## src/design/dac_pkg.sv

```systemverilog
package dac_pkg;

  // ====================
  // Widths
  // ====================

  // DAC code width of the converter.
  localparam int DAC_DATA_WIDTH = 14;

  // One stream word carries both channels.
  localparam int AXIS_DATA_WIDTH = 32;

  // ====================
  // Types
  // ====================

  typedef logic [AXIS_DATA_WIDTH-1:0] stream_word_t;

  // Two's-complement sample or offset-binary DAC code.
  typedef logic [DAC_DATA_WIDTH-1:0] dac_code_t;

  // ====================
  // Channel layout
  // ====================

  // Channel A sits at bit 0, channel B starts in the upper half.
  function automatic int chan_b_lsb(int stream_width = AXIS_DATA_WIDTH);
    return stream_width / 2;
  endfunction

endpackage
```

## src/design/dac_output_top.sv

```systemverilog
`timescale 1ns/10ps

module dac_output_top #(
  parameter int DAC_WIDTH    = dac_pkg::DAC_DATA_WIDTH,
  parameter int STREAM_WIDTH = dac_pkg::AXIS_DATA_WIDTH
) (
  input  logic                  aclk,
  input  logic                  arst_n,
  input  logic                  locked,
  input  dac_pkg::stream_word_t s_axis_tdata,
  input  logic                  s_axis_tvalid,
  output logic                  dac_clk,
  output logic                  dac_rst,
  output logic                  dac_sel,
  output logic                  dac_wrt,
  output dac_pkg::dac_code_t    dac_dat
);

  dac_pkg::dac_code_t sample_a;
  dac_pkg::dac_code_t sample_b;
  logic               live;

  dac_pkg::dac_code_t code_a;
  dac_pkg::dac_code_t code_b;
  logic               dac_reset;

  // ====================
  // Input side
  // ====================

  axis_sample_slicer #(
    .DAC_WIDTH    (DAC_WIDTH),
    .STREAM_WIDTH (STREAM_WIDTH)
  ) u_slicer (
    .aclk          (aclk),
    .arst_n        (arst_n),
    .locked        (locked),
    .s_axis_tdata  (s_axis_tdata),
    .s_axis_tvalid (s_axis_tvalid),
    .sample_a      (sample_a),
    .sample_b      (sample_b),
    .live          (live)
  );

  // Code conversion and reset delay.
  dac_code_formatter #(
    .DAC_WIDTH (DAC_WIDTH)
  ) u_formatter (
    .aclk      (aclk),
    .arst_n    (arst_n),
    .sample_a  (sample_a),
    .sample_b  (sample_b),
    .live      (live),
    .code_a    (code_a),
    .code_b    (code_b),
    .dac_reset (dac_reset)
  );

  // ====================
  // Output side
  // ====================

  dac_ddr_out #(
    .DAC_WIDTH (DAC_WIDTH)
  ) u_ddr_out (
    .aclk      (aclk),
    .arst_n    (arst_n),
    .code_a    (code_a),
    .code_b    (code_b),
    .dac_reset (dac_reset),
    .dac_clk   (dac_clk),
    .dac_rst   (dac_rst),
    .dac_sel   (dac_sel),
    .dac_wrt   (dac_wrt),
    .dac_dat   (dac_dat)
  );

endmodule

```

## src/design/dac_ddr_out.sv

```systemverilog
`timescale 1ns/10ps

module dac_ddr_out #(
  parameter int DAC_WIDTH = dac_pkg::DAC_DATA_WIDTH
) (
  input  logic               aclk,
  input  logic               arst_n,
  input  dac_pkg::dac_code_t code_a,
  input  dac_pkg::dac_code_t code_b,
  input  logic               dac_reset,
  output logic               dac_clk,
  output logic               dac_rst,
  output logic               dac_sel,
  output logic               dac_wrt,
  output dac_pkg::dac_code_t dac_dat
);

  // Strobe bit order in the pair registers.
  localparam int STB_SEL = 0;
  localparam int STB_WRT = 1;
  localparam int STB_CLK = 2;

  logic [DAC_WIDTH-1:0] dat_rise;
  logic [DAC_WIDTH-1:0] dat_fall;
  logic [2:0]           stb_rise;
  logic                 rst_rise;
  logic                 strobe_en;

  // ====================
  // Same-edge capture
  // ====================

  // Both phase values are loaded on the rising edge.
  always_ff @(posedge aclk or negedge arst_n)
  begin
    if (!arst_n)
    begin
      dat_rise  <= '0;
      dat_fall  <= '0;
      stb_rise  <= '0;
      rst_rise  <= 1'b1;
      strobe_en <= 1'b0;
    end
    else
    begin
      dat_rise  <= code_b;
      dat_fall  <= code_a;
      // Strobes stay quiet for one period after release.
      stb_rise  <= {3{strobe_en}};
      rst_rise  <= dac_reset;
      strobe_en <= 1'b1;
    end
  end

  // ====================
  // Phase select
  // ====================

  // Channel B on the high phase, channel A on the low phase.
  assign dac_dat = aclk ? dat_rise : dat_fall;

  // Strobes are low for the whole low phase.
  assign dac_sel = aclk & stb_rise[STB_SEL];
  assign dac_wrt = aclk & stb_rise[STB_WRT];
  assign dac_clk = aclk & stb_rise[STB_CLK];

  // Held for the whole period.
  assign dac_rst = rst_rise;

endmodule

```

## src/design/dac_code_formatter.sv

```systemverilog
`timescale 1ns/10ps

module dac_code_formatter #(
  parameter int DAC_WIDTH = dac_pkg::DAC_DATA_WIDTH
) (
  input  logic               aclk,
  input  logic               arst_n,
  input  dac_pkg::dac_code_t sample_a,
  input  dac_pkg::dac_code_t sample_b,
  input  logic               live,
  output dac_pkg::dac_code_t code_a,
  output dac_pkg::dac_code_t code_b,
  output logic               dac_reset
);

  logic rst_stage1;

  // Two's complement to inverted-offset code.
  // Sign bit stays, the magnitude bits flip.
  function automatic dac_pkg::dac_code_t to_dac_code(input dac_pkg::dac_code_t sample);
    return {sample[DAC_WIDTH-1], ~sample[DAC_WIDTH-2:0]};
  endfunction

  // ====================
  // Code registers
  // ====================

  always_ff @(posedge aclk or negedge arst_n)
  begin
    if (!arst_n)
    begin
      code_a <= '0;
      code_b <= '0;
    end
    else if (live)
    begin
      code_a <= to_dac_code(sample_a);
      code_b <= to_dac_code(sample_b);
    end
    else
    begin
      // Blank the bus while no sample is live.
      code_a <= '0;
      code_b <= '0;
    end
  end

  // ====================
  // DAC reset delay
  // ====================

  // One stage behind the codes, so valid data is on the bus before reset drops.
  always_ff @(posedge aclk or negedge arst_n)
  begin
    if (!arst_n)
    begin
      rst_stage1 <= 1'b1;
      dac_reset  <= 1'b1;
    end
    else
    begin
      rst_stage1 <= ~live;
      dac_reset  <= rst_stage1;
    end
  end

endmodule

```

## src/design/axis_sample_slicer.sv

```systemverilog
`timescale 1ns/10ps

module axis_sample_slicer #(
  parameter int DAC_WIDTH    = dac_pkg::DAC_DATA_WIDTH,
  parameter int STREAM_WIDTH = dac_pkg::AXIS_DATA_WIDTH
) (
  input  logic                 aclk,
  input  logic                 arst_n,
  input  logic                 locked,
  input  dac_pkg::stream_word_t s_axis_tdata,
  input  logic                 s_axis_tvalid,
  output dac_pkg::dac_code_t   sample_a,
  output dac_pkg::dac_code_t   sample_b,
  output logic                 live
);

  localparam int B_LSB = dac_pkg::chan_b_lsb(STREAM_WIDTH);

  logic locked_meta;
  logic locked_sync;

  // ====================
  // Locked synchronizer
  // ====================

  // Locked comes straight from the clock generator.
  always_ff @(posedge aclk or negedge arst_n)
  begin
    if (!arst_n)
    begin
      locked_meta <= 1'b0;
      locked_sync <= 1'b0;
    end
    else
    begin
      locked_meta <= locked;
      locked_sync <= locked_meta;
    end
  end

  // ====================
  // Sample registers
  // ====================

  // Every word is taken, there is no back-pressure.
  always_ff @(posedge aclk or negedge arst_n)
  begin
    if (!arst_n)
    begin
      sample_a <= '0;
      sample_b <= '0;
      live     <= 1'b0;
    end
    else
    begin
      sample_a <= s_axis_tdata[DAC_WIDTH-1:0];
      sample_b <= s_axis_tdata[B_LSB +: DAC_WIDTH];
      live     <= s_axis_tvalid & locked_sync;
    end
  end

endmodule

```

## config.mk

```make
export PLATFORM = sky130hd
export DESIGN_NAME = dac_output_top
export DESIGN_NICKNAME = d
export VERILOG_FILES = /design/src/design/dac_pkg.sv /design/src/design/dac_output_top.sv /design/src/design/dac_ddr_out.sv /design/src/design/dac_code_formatter.sv /design/src/design/axis_sample_slicer.sv
export SDC_FILE = /design/constraint.sdc
export NUM_CORES = 1
export LEC_CHECK = 0
export BUFFER_PORTS_ARGS = -buffer_cell sky130_fd_sc_hd__buf_2
export CAP_MARGIN = 30
export CORE_AREA = 2 2 76 78
export DETAILED_ROUTE_END_ITERATION = 12
export DIE_AREA = 0 0 78 80
export PLACE_DENSITY = 0.72
export SLEW_MARGIN = 20
export SYNTH_ARGS = -nofsm -noshare
export SYNTH_HDL_FRONTEND = slang
export SYNTH_SLANG_ARGS = --single-unit
```

## constraint.sdc

```tcl
create_clock -name aclk -period 1.3 [get_ports aclk]
set_clock_uncertainty 0.1 [all_clocks]
set_input_delay 0.13 -clock aclk [delete_from_list [all_inputs] [get_ports aclk]]
set_output_delay 0.13 -clock aclk [all_outputs]
set_load 0.02 [all_outputs]
```

# After elaboration in Yosys (flattened, before gate mapping)
# Index checks and enable logic that the tools add are counted.
# op_classes
muxes,3
bitwise,7
# op_table
operator,n
14-bit 2-to-1 mux,3
13-bit inverter,2
1-bit AND,4
1-bit inverter,1
# word_totals
out_inout_bits,18
inputBits,36
register_bits,92

# Logic depth before layout (Yosys ltp)
# depth
word_depth,2
depth_mapped,4
mapped_depth_nobuf,1

# Hierarchy
# Synthesis repeated with hierarchy kept, for this count alone.
# hier_totals
hier_cells,145
hier_area_um2,2846.5
# by_module_without_submodules
mod,area_per_inst_um2,cells_per_inst,instances,seq_area_each_um2
dac_code_formatter,1038.5,62,1,753.2
dac_ddr_out,1026.0,51,1,777.0
axis_sample_slicer,782.0,32,1,775.7

==> impl_summary.log <==
INFO  metric overflow = 0
INFO  metric max_slew.worst_pin.slew = 0.723 ns
INFO  metric number_of_global_route_vias_before_repair = between 1,500 and 2,000
INFO  metric core_region_area = around 5400 sq um
INFO  metric synthXorXnorAreaFrac = 0%
INFO  metric fillerInstances = 319
INFO  metric status = complete, but fails checks
INFO  metric drc = 0
INFO  metric synth-compound-area-share = 0%
INFO  metric synth-simple-area-share = 6.86%
INFO  metric synth_cell_area = 2750 sq um
INFO  metric synth.distinct_cells = 14
INFO  metric design.portCount = 54
INFO  metric synth-adder-area-share = 0%
INFO  metric dieWidth = 78 um
INFO  metric grt_usage = 16.3%
INFO  metric synth.ff_latch_count = 92
INFO  metric timing.max_slew.rel_slack = 51.8%
INFO  metric timing.critical_path.from_type = clock port
INFO  metric gp_congestion = between 0.6 and 0.7
INFO  metric final_net_count = 277
INFO  metric floorplan.die.height = 80 um
INFO  metric worstPathRequired = roughly 1.1 ns
INFO  metric num_rows = 27
INFO  metric reg2reg_to = u_formatter.code_b[9]
INFO  metric synth_mux_area_share = 6.95%
INFO  metric start_util = between 50% and 60%
INFO  metric synth_area_per_cell = around 19 sq um
INFO  metric drt_wl_total = 4200 um
INFO  metric finalHoldViolations = 0
INFO  metric rsz_0062_raised_after_global_routing = true
INFO  metric routed_wire_length_per_instance = 13.1 um
INFO  metric drtIter0Drc = 52
INFO  metric cts_post_setup_buffers_inserted = 0
INFO  metric regToRegSetupSlack = 0.09 ns
INFO  metric grt_antenna_before_repair = 0
INFO  metric timing.critical_path.to_type = output port
INFO  metric yosys_warnings = 0
INFO  metric area_taken_by_multi_input_logic_gates = 385 sq um
INFO  metric timing.setup.critical_path_class = clock port to output port
INFO  metric drtPass1Iterations = 4
INFO  metric synthToLayoutAreaGrowth = 43.0%
INFO  metric finalSetupViolCount = 19
INFO  metric diodes = 0
INFO  metric powerDensity = 1970 nW/um^2
INFO  metric port_buffers = between 40 and 50
INFO  metric r2r.worst_path.cells = 1
INFO  metric viasPerCell = 4.30
INFO  metric timing.setup.tns = -6.62 ns
INFO  metric min-delay-path-class = input port to async pin
INFO  metric clkLatencyLatePin = 0.45 ns
INFO  metric vdd_ir_drop_max = between 1 and 1.5 mV
INFO  metric worst_ep_arrival = ~1.5 ns
INFO  metric synth_nets = 181
INFO  metric clkSlewWorstSetupHoldPaths = 0.08 ns
INFO  metric final-seq-area = 2310 sq um
INFO  metric largest_fanout_on_the_critical_path = 3
INFO  metric final.setup.worst_slack = -0.406 ns
INFO  metric end_of_flow_core_utilization = 72.8%
INFO  metric synthCells = 145
INFO  metric detail-route-antenna-nets = 0
INFO  metric grt_first_pass_wirelength = 6950 um
INFO  metric regToRegStartpoint = u_slicer.live
INFO  metric final_layout_size_suffix_gt1_share = 38.2%
INFO  metric main_combinational_cell_family_by_area_after_synthesis = multiplexers
INFO  metric leakage = 1.94 nW
INFO  metric die_area = 6240 sq um
INFO  metric violations_in_the_final_reports = negative setup slack
INFO  metric drv_slew = 0
INFO  metric largest_net_degree_at_the_start_of_global_routing = 37
INFO  metric synth.yosys.seq_area_share = roughly 84%
INFO  metric cts_tree = done
INFO  metric vias = 1,379
INFO  metric cap_violations = 0
INFO  metric pre_cts_ws = -0.000835 ns
[worst max-delay path by stage]
stage          start    endpoint  slack [ns]  depth (start not counted)
3_3_place_gp    aclk  dac_dat[0]     -0.0008                          2
6_report        aclk  dac_dat[5]       -0.41                          5
4_1_cts         aclk  dac_dat[6]       -0.45                          5
2_1_floorplan   aclk  dac_dat[0]       -0.16                          3
3_5_place_dp    aclk  dac_dat[0]     -0.0008                          2
5_1_grt         aclk  dac_dat[4]       -0.43                          5
[per-stage QoR]
step	hold slack (ns)	instance area (sq um)	instances	total power, mW
final	0.0428	3940	321	7.74
after global routing	0.0775	3940	321	8.09
after CTS	0.0445	3930	321	7.83
after detailed placement	-0.0191	3070	261	3.92
after global placement	-0.0263	3070	261	3.91
after floorplan	-0.266	2760	145	4.11
[cell usage in the layout, fill, tap and decap left out, types with 3 or more instances in the layout]
cell type,count
inv_6,3
buf_2,30
mux2_4,9
dfstp_2,3
clkbuf_16,5
buf_6,18
and2_1,3
nor2b_1,26
mux2_2,5
dlygate4sd3_1,31
clkbuf_8,11
dfrtp_1,89
buf_8,4
[logic make-up (layout without fill, tap and decap cells)]
logic type | count (synthesis) | count (layout)
other | 1 | 1
and+or+nand+nor | 30 | 30
DFF | 92 | 92
buffers and inverters | 8 | 112
muxes | 14 | 14
[sequential cells by signal (all words and copies together), names as in the netlist]
name	flops
u_ddr_out.dat_rise	14
u_ddr_out.dat_fall	14
u_slicer.sample_b	14
u_formatter.rst_stage1	1
u_slicer.locked_sync	1
u_ddr_out.strobe_en	1
u_ddr_out.stb_rise	1
u_slicer.live	1
u_slicer.locked_meta	1
u_formatter.code_a	14
u_formatter.dac_reset	1
u_formatter.code_b	14
u_ddr_out.dac_rst	1
u_slicer.sample_a	14
[cell usage after synthesis]
| library cell | instances | area (sq um) |
|---|---|---|
| dfrtp_1 | 89 | 2230 |
| nor2b_1 | 26 | 163 |
| mux2_4 | 9 | 135 |
| mux2_2 | 5 | 56.3 |
| and2_1 | 3 | 18.8 |
| dfstp_2 | 3 | 78.8 |
| buf_2 | 2 | 10.0 |
| buf_4 | 2 | 15.0 |
| and2_2 | 1 | 7.51 |
| buf_12 | 1 | 20.0 |
| buf_6 | 1 | 11.3 |
| clkbuf_1 | 1 | 3.75 |
| conb_1 | 1 | 3.75 |
| inv_1 | 1 | 3.75 |
[layout make-up]
type                            count  share of cell area, %
Clock inverter                      7                   2.48
Tap cell                           72                   2.29
Sequential cell                    92                   58.6
Timing Repair Buffer               65                   13.2
Clock buffer                       39                   13.6
Inverter                            1                 0.0953
Multi-Input combinational cell     45                   9.79
[report_power, final]
| part | switching (mW) | total, mW | internal, mW |
|---|---|---|---|
| registers | 0.0438 | 3.03 | 2.98 |
| clock network | 1.74 | 4.49 | 2.75 |
| logic | 0.0901 | 0.218 | 0.128 |
| total | 1.87 | 7.74 | 5.86 |
[worst max-delay path: stages]
cell	delay, ns
clkbuf_16	0.13
buf_8	0.12
clkbuf_16	0.14
mux2_4	0.30
buf_6	0.13
[timing repair]
| item | in CTS | in global routing |
|---|---|---|
| hold endpoints to repair | 122 | 0 |
| gates cloned | 0 | 0 |
| endpoints found under the setup margin | 19 | 19 |
| hold buffers | 31 | 0 |
| gates resized for setup | 37 | 4 |
[layer usage]
layer	track usage [%]	wire [um]
met1	15.0	1530
met2	22.1	2210
met3	9.50	255
met4	20.7	197
met5	0	0
Power figures use the tool's default switching activity.
